--- src/tile_defines.svh ---
// Tile layer geometry, register map and control bit positions
// shared by the pixel engine and its testbench
`ifndef TILE_DEFINES_SVH
`define TILE_DEFINES_SVH

`define NUM_TILE_LAYERS     4
`define NUM_TILE_REGISTERS  7
`define REG_DATA_WIDTH      16
`define LAYER_SEL_WIDTH     2
`define REG_INDEX_WIDTH     3

// Register indices within one layer
`define TILE_CTRL0          0
`define TILE_CTRL1          1
`define TILE_DATA_OFFSET    2
`define TILE_NOP_VALUE      3
`define TILE_COLOR_KEY      4
`define TILE_OFFSET_X       5
`define TILE_OFFSET_Y       6

// Bit positions in ctrl0
`define TILE_LAYER_ENABLED  0
`define TILE_ENABLE_8_BIT   1
`define TILE_ENABLE_NOP     2
`define TILE_ENABLE_SCROLL  3
`define TILE_ENABLE_TRANSP  4
`define TILE_ENABLE_ALPHA   5
`define TILE_ENABLE_COLOR   6
`define TILE_ENABLE_WRAP_X  7
`define TILE_ENABLE_WRAP_Y  8
`define TILE_ENABLE_FLIP    9

`define VRAM_ADDR_WIDTH     12
`define VRAM_DEPTH          4096
`define TILE_DATA_BASE      12'h800
`define MAP_TILES           32
`define TILE_SIZE           8
`define MAP_PIXELS          (`MAP_TILES * `TILE_SIZE)
`define COORD_WIDTH         8
`define PIXEL_WIDTH         8
`define TILE_NUM_WIDTH      4

`endif

--- src/render_pkg.sv ---
// Shared types of the tile layer pixel engine: register sets,
// VRAM requests, render requests and results, renderer states
`include "tile_defines.svh"

package render_pkg;

  // Index 0 (ctrl0) sits in the low 16 bits, so register i is at bits [16*i +: 16]
  typedef struct packed {
    logic [`REG_DATA_WIDTH-1:0] offset_y;
    logic [`REG_DATA_WIDTH-1:0] offset_x;
    logic [`REG_DATA_WIDTH-1:0] color_key;
    logic [`REG_DATA_WIDTH-1:0] nop_value;
    logic [`REG_DATA_WIDTH-1:0] data_offset;
    logic [`REG_DATA_WIDTH-1:0] ctrl1;
    logic [`REG_DATA_WIDTH-1:0] ctrl0;
  } tile_regs_t;

  typedef struct packed {
    logic                       layer_enabled;
    logic                       enable_nop;
    logic                       enable_scroll;
    logic                       enable_transp;
    logic                       enable_wrap_x;
    logic                       enable_wrap_y;
    logic [`REG_DATA_WIDTH-1:0] data_offset;
    logic [`REG_DATA_WIDTH-1:0] nop_value;
    logic [`REG_DATA_WIDTH-1:0] color_key;
    logic [`REG_DATA_WIDTH-1:0] offset_x;
    logic [`REG_DATA_WIDTH-1:0] offset_y;
  } layer_cfg_t;

  typedef struct packed {
    logic                        valid;
    logic                        write;
    logic [`VRAM_ADDR_WIDTH-1:0] addr;
    logic [`REG_DATA_WIDTH-1:0]  wdata;
  } vram_req_t;

  typedef struct packed {
    logic [`LAYER_SEL_WIDTH-1:0] layer;
    logic [`COORD_WIDTH-1:0]     x;
    logic [`COORD_WIDTH-1:0]     y;
  } render_req_t;

  typedef struct packed {
    logic [`PIXEL_WIDTH-1:0] pixel;
    logic                    transparent;
  } render_result_t;

  typedef enum logic [2:0] {
    idle,
    map_read,
    map_wait,
    tile_read,
    tile_wait,
    done
  } render_state_e;

endpackage

--- src/tile_reg_decoder.sv ---
// Tile register field decoder
// Picks one layer's register set and splits out the ctrl0 flags and fields
`timescale 1ns/1ps
`include "tile_defines.svh"

module tile_reg_decoder (
  input  logic [`LAYER_SEL_WIDTH-1:0] current_layer,
  input  render_pkg::tile_regs_t      regs [`NUM_TILE_LAYERS],
  output render_pkg::layer_cfg_t      cfg
);
  import render_pkg::*;

  tile_regs_t                 sel;
  logic [`REG_DATA_WIDTH-1:0] ctrl0;

  function automatic logic [`REG_DATA_WIDTH-1:0] reg_at(tile_regs_t r, int idx);
    return r[idx*`REG_DATA_WIDTH +: `REG_DATA_WIDTH];
  endfunction

  assign sel   = regs[current_layer];
  assign ctrl0 = reg_at(sel, `TILE_CTRL0);

  // 8-bit mode, alpha, colour and flip bits stay in ctrl0 but drive nothing here
  always_comb begin
    cfg.layer_enabled = ctrl0[`TILE_LAYER_ENABLED];
    cfg.enable_nop    = ctrl0[`TILE_ENABLE_NOP];
    cfg.enable_scroll = ctrl0[`TILE_ENABLE_SCROLL];
    cfg.enable_transp = ctrl0[`TILE_ENABLE_TRANSP];
    cfg.enable_wrap_x = ctrl0[`TILE_ENABLE_WRAP_X];
    cfg.enable_wrap_y = ctrl0[`TILE_ENABLE_WRAP_Y];
    cfg.data_offset   = reg_at(sel, `TILE_DATA_OFFSET);
    cfg.nop_value     = reg_at(sel, `TILE_NOP_VALUE);
    cfg.color_key     = reg_at(sel, `TILE_COLOR_KEY);
    cfg.offset_x      = reg_at(sel, `TILE_OFFSET_X);
    cfg.offset_y      = reg_at(sel, `TILE_OFFSET_Y);
  end

endmodule

--- config.mk ---
export PLATFORM = sky130hd
export DESIGN_NAME = tile_reg_decoder
export DESIGN_NICKNAME = d
export VERILOG_FILES = /design/src/render_pkg.sv /design/src/tile_reg_decoder.sv
export VERILOG_INCLUDE_DIRS = /design/src
export SDC_FILE = /design/constraint.sdc
export NUM_CORES = 1
export LEC_CHECK = 0
export ABC_AREA = 1
export BUFFER_PORTS_ARGS = -buffer_cell sky130_fd_sc_hd__buf_2
export CAP_MARGIN = 10
export CORE_AREA = 2 2 210 212
export DETAILED_ROUTE_END_ITERATION = 16
export DIE_AREA = 0 0 212 214
export SETUP_SLACK_MARGIN = 0.5
export SLEW_MARGIN = 20
export SYNTH_ARGS = -nofsm -noshare
export SYNTH_HDL_FRONTEND = slang
export SYNTH_SLANG_ARGS = --single-unit
--- constraint.sdc ---
create_clock -name vclk -period 0.9
set_clock_uncertainty 0.15 [all_clocks]
set_input_delay 0.045 -clock vclk [all_inputs]
set_output_delay 0.045 -clock vclk [all_outputs]
set_load 0.02 [all_outputs]
Word-level counts from Yosys, hierarchy flattened:

Index checks and enable logic that the tools add are counted.
Widths: inputs -> output; s select.

* register bits: 0
* bits of input ports: 450
* logic and storage cells: 5
* output and inout bits: 86

* order comparisons: 1
* bitwise operators: 1
* multiplexer cells: 3

Operator list (number)
* $bmux 112 s2: 1
* $mux 112: 2
* $ge 3x3->1 const B: 1
* $not 2->3: 1

Logic depth before layout (Yosys ltp):

Gate-level depths: netlist of run 1.

* depth in word-level cells: 4
* gate-level depth with buffers: 6
* depth with buffers taken out: 4

Worst setup path after synthesis of run 1:

No wires, ideal clock.

* path type: input-to-output
* from: input current_layer[1]
* to: output cfg[0] in the netlist's numbering
* setup slack: -0.096 ns
* arrival: 0.801 ns
* cell stages on the path: 6
* buffers on the path: 3
* required time: 0.705 ns
* cell sequence: buf_2 inv_2 buf_4 buf_2 nand3_1 nand2_1

RTL lines
* start, declared: RTL line tile_reg_decoder.sv:7 `` input logic [`LAYER_SEL_WIDTH-1:0] current_layer, ``
* end, declared: RTL line tile_reg_decoder.sv:9 `output render_pkg::layer_cfg_t cfg`

==> results of run 1 <==
cells in the mapped netlist (all sizes together):
master  count
inv       346
clkbuf     17
buf        39
nand2     430
nand3     172
layer usage:
metal / part of all wire, % / wire length, um / track usage, % / vias up
li1: - / - / - / 3724
met1: 38 / 9560 / 10.1 / 2910
met2: 50 / 12400 / 18.1 / 362
met3: 8.8 / 2200 / 1.95 / 40
met4: 3.2 / 809 / 2.89 / 4
met5: 0.11 / 27 / 0 / -
kinds of logic (layout without fill, tap and decap cells):
kind of cell,Yosys count,in the layout
other,0,1
buffers and inverters,402,866
AND/OR/NAND/NOR,602,602
cells in the final DEF (no fill, tap or decap):
master | netlist | final
nand2_2 | 0 | 91
nand3_4 | 0 | 4
nand2_4 | 0 | 11
buf_8 | 0 | 6
nand2_1 | 430 | 328
nand3_1 | 172 | 123
bufbuf_16 | 0 | 1
inv_12 | 0 | 1
clkbuf_16 | 0 | 6
nand3_2 | 0 | 45
inv_16 | 0 | 1
buf_6 | 0 | 40
buf_4 | 10 | 80
buf_16 | 0 | 5
inv_1 | 344 | 344
buf_2 | 29 | 367
diode_2 | 0 | 1
buf_12 | 0 | 15
cell type report:
type                            instances  area [um2]  area share [%]
Timing Repair Buffer                  520        3600            41.3
Antenna cell                            1        2.50          0.0287
Tap cell                              585         732            8.39
Inverter                              346        1330            15.2
Multi-Input combinational cell        602        3060            35.1
power groups by stage:
stage                    clock [W]  sequential [W]  combinational (W)
global route                     0               0            0.00487
detailed placement               0               0            0.00380
finish              0.000000000149               0            0.00443
global placement                 0               0            0.00381
floorplan                        0               0            0.00213
CTS                              0               0            0.00410
worst max-delay path: cells and delay by family:
family,cells,cell delay [ns]
buf+inv,4,0.60
simple gates,3,0.29
how the worst min path moves through the flow:
stage	slack (ns)	end	start
3_5_place_dp	0.37	cfg[57]	regs[169]
3_3_place_gp	0.36	cfg[13]	regs[445]
4_1_cts	0.34	cfg[29]	regs[317]
5_1_grt	0.37	cfg[37]	regs[181]
2_1_floorplan	0.16	cfg[26]	regs[314]
6_report	0.33	cfg[40]	regs[296]
timing repair:
item,in CTS,in global routing
buffers inserted,3,5
cloned,3,7
setup endpoints to repair,86,86
pin swaps,5,13
gates resized for setup,84,112
stage by stage:
| step | setup TNS, ns | std cells | util (%) | power [W] | hold WS, ns |
|---|---|---|---|---|---|
| 6_report | -17.28 | 2054 | 20.3 | 0.00443 | 0.326 |
| 3_5_place_dp | -22.47 | 2035 | 18.0 | 0.00380 | 0.366 |
| 4_1_cts | -18.65 | 2041 | 18.9 | 0.00410 | 0.339 |
| 2_1_floorplan | 0 | 1004 | - | 0.00213 | 0.155 |
| 5_1_grt | -22.09 | 2053 | 20.3 | 0.00487 | 0.372 |
| 3_3_place_gp | -23.00 | 2035 | 18.0 | 0.00381 | 0.362 |
==> qor.csv, run 1 <==
stage;metric;value;unit
grt;antenna_found_initial;3;
timing;fin_crit;1.15;ns
yosys;syn_inst;1004;
detailed_routing;drt-initial-drc-count;242;
final_layout;area_growth;115;%
yosys;synth_mux_area_share;0;%
yosys;synthAdderAreaFrac;0;%
detailed_routing;final_antenna_net_count;0;
power_and_ir_drop;pwr-share-seq;0;%
final_layout;layout-drive-gt1-share;45.8;%
timing;finalCritPeriodShare;128;%
yosys;synth_simple_gate_area_share;61.0;%
power_and_ir_drop;switching_share;52.6;%
timing;fmax;0.869;GHz
critical_path;startpoint;current_layer[0];
placed_design;gp_congestion;0.853;
detailed_routing;routed_wl;25000;um
yosys;synthesis.nets;1454;
yosys;yosysSeqAreaShare;0;%
timing;finalSetupViolations;86;
hold_path;hp-class;in2out;
die;dieWidth;212;um
timing;rsz0062_at_grt;true;
yosys;syn-cell-area;0.00406;mm2
yosys;synth_compound_area_share;0;%
power_and_ir_drop;p_leak;5.88;nW
yosys;synth_cell_types;7;
power_and_ir_drop;switchingPower;0.00233;W
grt;grt_max_degree;46;
status;outcome;finished with violations;
die;die-area;0.0454;mm2
placed_design;hpwl;19100;um
grt;grt_pass1_wl;33500;um
power_and_ir_drop;pwr-share-clk;0;%
critical_path;arrival;0.96;ns
die;io_pins;536;
run;drv_cap;0;
final_layout;design.seq.count;0;
placed_design;numPortBuffers;432;
yosys;synth_top_family_by_area;simple AND/OR/NAND/NOR gates;
final_layout;nClkBuffers;0;
critical_path;crit_chain;buf_12 -> buf_16 -> buf_16 -> nand2_1 -> nand3_1 -> nand2_2 -> buf_6;
hold_path;hold_path_depth;6;
critical_path;cp_max_fo;16;
yosys;synth.area.top_cells;nand2_1, inv_1, nand3_1;
die;coreArea;0.0429;mm2
clock_tree;cts_hold_buffers;0;
yosys;syn_area_per_cell;4.04;um2
critical_path;crit_top_cell;buf_16;
final_layout;final_area;0.00872;mm2
critical_path;crit_required;0.70;ns
grt;overflow;0;
critical_path;crit_type;in2out;
timing;worst_pin_slew;0.299;ns
die;rows;76;
critical_path;cp_slowest_cell;buf_16;
grt;grt_pass1_vias;6733;
status;violations;negative setup slack;
die;die_h;214;um
yosys;synth_xor_area_share;0;%
power_and_ir_drop;power.density;509;mW/mm2
yosys;yosysTopAreaCell;nand2_1;
die;start_util;9.46;%
timing;hold_viol;0;
timing;drv_slew;0;
yosys;yosysWarnings;0;
critical_path;cp-endpoint;cfg[28];
placed_design;post_dp_cell_area;0.00770;mm2
critical_path;cpPeakStageDelay;0.17;ns
placed_design;dp_worst_setup_slack;-0.338;ns
detailed_routing;dr_total_vias;7040;
power_and_ir_drop;internal-power;0.00210;W
final_layout;n_fill_cell;4983;
power_and_ir_drop;peakVddDrop;0.192;mV
critical_path;cp-start-kind;input port;
critical_path;crit_path_end_kind;output port;
detailed_routing;wl_per_cell;12.2;um
grt;track_usage;9.39;%
timing;relSlewSlack;80.1;%
detailed_routing;dr.pass1.iters;7;
yosys;netlist.area_leader.share;39.8;%
power_and_ir_drop;combPwrFrac;100.0;%
detailed_routing;vias_per_cell;3.43;
detailed_routing;drc;0;
final_layout;nNetsFinal;1920;
timing;worst_slack;-0.250;ns
final_layout;seq_area;0;um2
Power figures use the tool's default switching activity.
==> run 2: changes to the inputs <==
Settings changed: ABC_AREA 1 to unset, CORE_AREA 2 2 210 212 to 2 2 209 211, DIE_AREA 0 0 212 214 to 0 0 211 213.
==> run 2 against run 1 <==
Worst hold slack improved by 0.021 ns; the flow still finishes with violations (negative setup slack); synthesized cell count fell by 89%; non-clock buffer count fell by 63; total power fell by 21%; global-route usage fell by 2.6 points; critical path depth fell by 2.
==> qor.csv, run 2 <==
stage;metric;value;unit;change
yosys;ys_top_cells_by_count;mux4_2, buf_2, buf_12, clkbuf_1, buf_6;;
die;start_util;4.95;%;-4.5 points
critical_path;arrival;1.10;ns;+0.14 ns
status;violations;negative setup slack;;
yosys;yosysWarnings;0;;unchanged
yosys;syn_area_per_cell;19.9;um2;+390%
critical_path;crit_required;0.70;ns;about the same
timing;finalCritPeriodShare;144;%;+16 points
clock_tree;cts_hold_buffers;0;;unchanged
placed_design;dp_cells;1076;;-47%
final_layout;layout_commonest_cell;buf_2;;
timing;worst_pin_slew;0.191;ns;-0.108 ns
final_layout;seq_area;0;um2;unchanged
yosys;synthesis.nets;556;;-62%
timing;fin_crit;1.30;ns;+0.146 ns
yosys;syn_inst;106;;-89%
timing;hold_slack;0.347;ns;+0.0207 ns
die;rows;76;;unchanged
final_layout;nNetsFinal;995;;-48%
die;die_h;213;um;-0.47%
final_layout;area_growth;176;%;
timing;drv_slew;0;;unchanged
timing;hold_viol;0;;unchanged
final_layout;multi_input_area;0.00194;mm2;-37%
critical_path;crit_path_end_kind;output port;;
detailed_routing;dr.pass1.iters;4;;-3
status;outcome;finished with violations;;
die;io_pins;536;;unchanged
critical_path;startpoint;current_layer[0];;
grt;antenna_found_initial;9;;+6
timing;rsz0062_at_grt;true;;
final_layout;nClkBuffers;0;;unchanged
final_layout;layout-drive-gt1-share;100;%;+54 points
yosys;netlist.area_leader.share;91.7;%;+52 points
power_and_ir_drop;p_leak;2.68;nW;-54%
hold_path;min_from;regs[368];;
grt;grt_pass1_wl;22100;um;-34%
power_and_ir_drop;peakVddDrop;0.240;mV;+25%
detailed_routing;routed_wl;18100;um;-27%
die;coreArea;0.0427;mm2;-0.44%
timing;tns;-28.01;ns;-10.73 ns
timing;fmax;0.772;GHz;-11%
detailed_routing;dr_total_vias;3403;;-52%
timing;relSlewSlack;87.3;%;+7.2 points
grt;track_usage;6.84;%;-2.6 points
power_and_ir_drop;power.density;599;mW/mm2;+18%
die;dieWidth;211;um;-0.47%
critical_path;crit_type;in2out;;
yosys;synth_most_common_cell;mux4_2;;
grt;overflow;0;;unchanged
critical_path;cp-start-kind;input port;;
yosys;yosysTopAreaCell;mux4_2;;
run;drv_cap;0;;unchanged
detailed_routing;drc;0;;unchanged
yosys;synth.area.top_cells;mux4_2, buf_12, buf_2;;
detailed_routing;vias_per_cell;3.11;;-9.2%
grt;grt_max_degree;40;;-13%
grt;grt_pass1_vias;3625;;-46%
placed_design;numPortBuffers;432;;unchanged
timing;worst_slack;-0.396;ns;-0.146 ns
detailed_routing;drt-initial-drc-count;94;;-61%
yosys;yosysSeqAreaShare;0;%;unchanged
yosys;syn-cell-area;0.00211;mm2;-48%
die;die-area;0.0449;mm2;-0.94%
placed_design;gp_congestion;0.859;;+0.73%
detailed_routing;final_antenna_net_count;0;;unchanged
critical_path;cp_max_fo;6;;-10
final_layout;n_fill_cell;4791;;-3.9%
power_and_ir_drop;finalPower;0.00350;W;-21%
hold_path;hp-class;in2out;;
final_layout;design.seq.count;0;;unchanged
yosys;synth_cell_types;5;;-2
placed_design;hpwl;14800;um;-22%
timing;finalSetupViolations;86;;unchanged
final_layout;fin_cells;1094;;-47%
detailed_routing;wl_per_cell;16.6;um;+36%
final_layout;final_cell_mix;buf_2, mux4_2, buf_6;;
[run 2: cell count changes in the layout (fill, tap and decap cells not counted), sizes merged]
cell	change
diode	+4
buf	-58
nand3	-172
bufbuf	-1
clkbuf	-4
nand2	-430
inv	-346
mux4	+86
[run 2: logic make-up after synthesis]
logic type and synth area share [%]:
buf+inv 8.35, mux 91.7
[run 2: stage by stage]
step	util (%)	area [um2]	setup WS, ns
detailed placement	11.5	4930	-0.559
floorplan	-	2130	-0.284
CTS	13.2	5620	-0.414
global route	13.7	5830	-0.434
global placement	11.5	4930	-0.549
finish	13.7	5840	-0.396
[run 2: area by class of cell]
cell class,count,share of cell area (%)
Antenna cell,5,0.214
Timing Repair Buffer,457,54.9
Tap cell,546,11.7
Multi-Input combinational cell,86,33.2
[run 2: routing by layer]
layer | global-route usage, % | part of all wire (%) | vias up
met3 | 2.78 | 12 | 16
li1 | - | - | 1446
met4 | 1.09 | 1.6 | 8
met2 | 13.2 | 51 | 286
met5 | 0 | 0.30 | -
met1 | 6.95 | 35 | 1647
[run 2: critical path, cell delays in order]
cell and delay, ns:
buf_16 0.13, buf_12 0.12, buf_16 0.13, mux4_2 0.52, buf_6 0.15
[run 2: power by group]
part / switching (W) / internal [W] / total (W)
Sequential: 0 / 0 / 0
Combinational: 0.00146 / 0.00204 / 0.00350
Clock: 0 / 0.000000000747 / 0.000000000747
[run 2: final timing paths]
kind / end / slack [ns] / depth (start not counted)
worst max-delay path: cfg[31] / -0.40 / 5
worst min-delay path: cfg[64] / 0.35 / 3
[run 2: what timing repair did]
action,in CTS,in global routing
gates resized for setup,142,43
buffers inserted,4,0
pin swaps,0,0
endpoints found under the setup margin,86,86
cloned,6,3
==> run 3: changes to the inputs <==
Settings changed: PLACE_DENSITY set to 0.32.
==> run 3 against run 2 <==
The flow still finishes with violations (negative setup slack); count of clock-buffer cells in the layout stayed put; combinational power is 10% lower; non-clock buffer count is 4 lower; cell count is 0.64% lower; global-route usage is 0.76 points lower; total power is 10% lower; fmax is 4.0% higher; die area stayed put; critical endpoint is now cfg[62].
==> qor.csv, run 3 (same netlist as run 2, synthesis figures left out) <==
stage;metric;value;unit;change
final_layout;design.seq.count;0;;unchanged
critical_path;crit_type;in2out;;
final_layout;final_area;0.00550;mm2;-5.7%
power_and_ir_drop;switchingPower;0.00133;W;-8.9%
critical_path;cp_slowest_cell;mux4_2;;
timing;finalSetupViolations;86;;unchanged
timing;fmax;0.803;GHz;+4.0%
final_layout;seq_area;0;um2;unchanged
placed_design;dp_worst_setup_slack;-0.507;ns;+0.0514 ns
timing;fin_crit;1.25;ns;-0.0501 ns
detailed_routing;final_antenna_net_count;0;;unchanged
die;io_pins;536;;unchanged
timing;hold_slack;0.350;ns;+0.00275 ns
die;die-area;0.0449;mm2;unchanged
run;drv_cap;0;;unchanged
status;violations;negative setup slack;;
timing;rsz0062_at_grt;true;;
die;rows;76;;unchanged
clock_tree;cts_hold_buffers;0;;unchanged
critical_path;cp-start-kind;input port;;
final_layout;nClkBuffers;0;;unchanged
detailed_routing;drt-initial-drc-count;50;;-47%
critical_path;crit_required;0.70;ns;about the same
timing;worst_pin_slew;0.277;ns;+0.0862 ns
timing;relSlewSlack;81.5;%;-5.7 points
die;dieWidth;211;um;unchanged
detailed_routing;vias_per_cell;3.03;;-2.6%
final_layout;layout_commonest_cell;buf_2;;
power_and_ir_drop;p_leak;2.55;nW;-4.7%
status;outcome;finished with violations;;
critical_path;cp_max_fo;6;;unchanged
power_and_ir_drop;power.density;572;mW/mm2;-4.6%
placed_design;hpwl;13500;um;-9.2%
critical_path;crit_path_end_kind;output port;;
detailed_routing;wl_per_cell;14.2;um;-14%
grt;grt_pass1_vias;3566;;-1.6%
grt;track_usage;6.08;%;-0.76 points
timing;drv_slew;0;;unchanged
placed_design;gp_congestion;0.743;;-14%
power_and_ir_drop;combPwrFrac;100.0;%;about the same
final_layout;post-route-util;12.9;%;-0.78 points
hold_path;hp-class;in2out;;
critical_path;cpPeakStageDelay;0.49;ns;-0.03 ns
die;start_util;4.95;%;unchanged
grt;overflow;0;;unchanged
grt;antenna_found_initial;5;;-4
power_and_ir_drop;internal-power;0.00182;W;-11%
die;die_h;213;um;unchanged
final_layout;nNetsFinal;991;;-0.40%
hold_path;hold_path_depth;3;;unchanged
power_and_ir_drop;pwr-share-clk;0;%;unchanged
power_and_ir_drop;switching_share;42.2;%;+0.52 points
final_layout;layout-drive-gt1-share;100;%;unchanged
final_layout;final_cell_mix;buf_2, mux4_2, buf_6;;
timing;hold_viol;0;;unchanged
detailed_routing;routed_wl;15400;um;-15%
die;coreArea;0.0427;mm2;unchanged
critical_path;arrival;1.05;ns;-0.05 ns
detailed_routing;drc;0;;unchanged
placed_design;post_dp_cell_area;0.00496;mm2;+0.61%
critical_path;crit_top_cell;buf_6;;
clock_tree;post_cts_buffers;0;;-4
power_and_ir_drop;peakVddDrop;0.248;mV;+3.3%
grt;grt_pass1_wl;20600;um;-6.9%
timing;finalCritPeriodShare;138;%;-5.6 points
critical_path;crit_chain;buf_16 -> buf_8 -> buf_6 -> mux4_2 -> buf_6;;
timing;worst_slack;-0.346;ns;+0.0501 ns
placed_design;numPortBuffers;432;;unchanged
detailed_routing;dr_total_vias;3292;;-3.3%
final_layout;area_growth;160;%;
power_and_ir_drop;pwr-share-seq;0;%;unchanged
detailed_routing;dr.pass1.iters;4;;unchanged
grt;grt_max_degree;42;;+5.0%
-- run 3: cell type report --
class | instances | area [um2]
diodes | 2 | 5.00
fillers | 4839 | 37200
multi-input cells | 86 | 1940
well taps | 546 | 683
repair buffers | 453 | 2880
-- run 3: final timing paths --
check / to / slack [ns] / start
worst max-delay path: cfg[62] / -0.35 / current_layer[0]
worst min-delay path: cfg[69] / 0.35 / regs[37]
-- run 3: timing repair --
item / in CTS / in global routing
gates resized for setup: 91 / 32
endpoints found under the setup margin: 86 / 86
gates cloned: 4 / 1
-- run 3: layer usage --
metal / vias to the layer above / routed length [um] / global-route usage (%)
met1: 1538 / 5190 / 6.15
met2: 293 / 7960 / 11.9
met3: 28 / 1550 / 1.37
met4: 6 / 690 / 2.53
met5: - / 39 / 0
li1: 1427 / - / -
-- run 3: worst max-delay path: cells and delay by family --
kind / cells / cell delay [ns]
multiplexers: 1 / 0.49
buffers and inverters: 4 / 0.51
-- run 3: metrics by stage --
step	total power, W	std cells	TNS, ns
global placement	0.00275	1080	-38.49
global route	0.00335	1087	-30.92
floorplan	0.00148	106	-20.96
CTS	0.00308	1084	-29.08
finish	0.00315	1087	-26.91
detailed placement	0.00273	1080	-39.57
-- run 3: power by group through the flow --
stage          sequential, W  combinational (W)       clock [W]
6_report                   0            0.00315  0.000000000298
4_1_cts                    0            0.00308               0
5_1_grt                    0            0.00335  0.000000000297
3_3_place_gp               0            0.00275               0
2_1_floorplan              0            0.00148               0
3_5_place_dp               0            0.00273               0
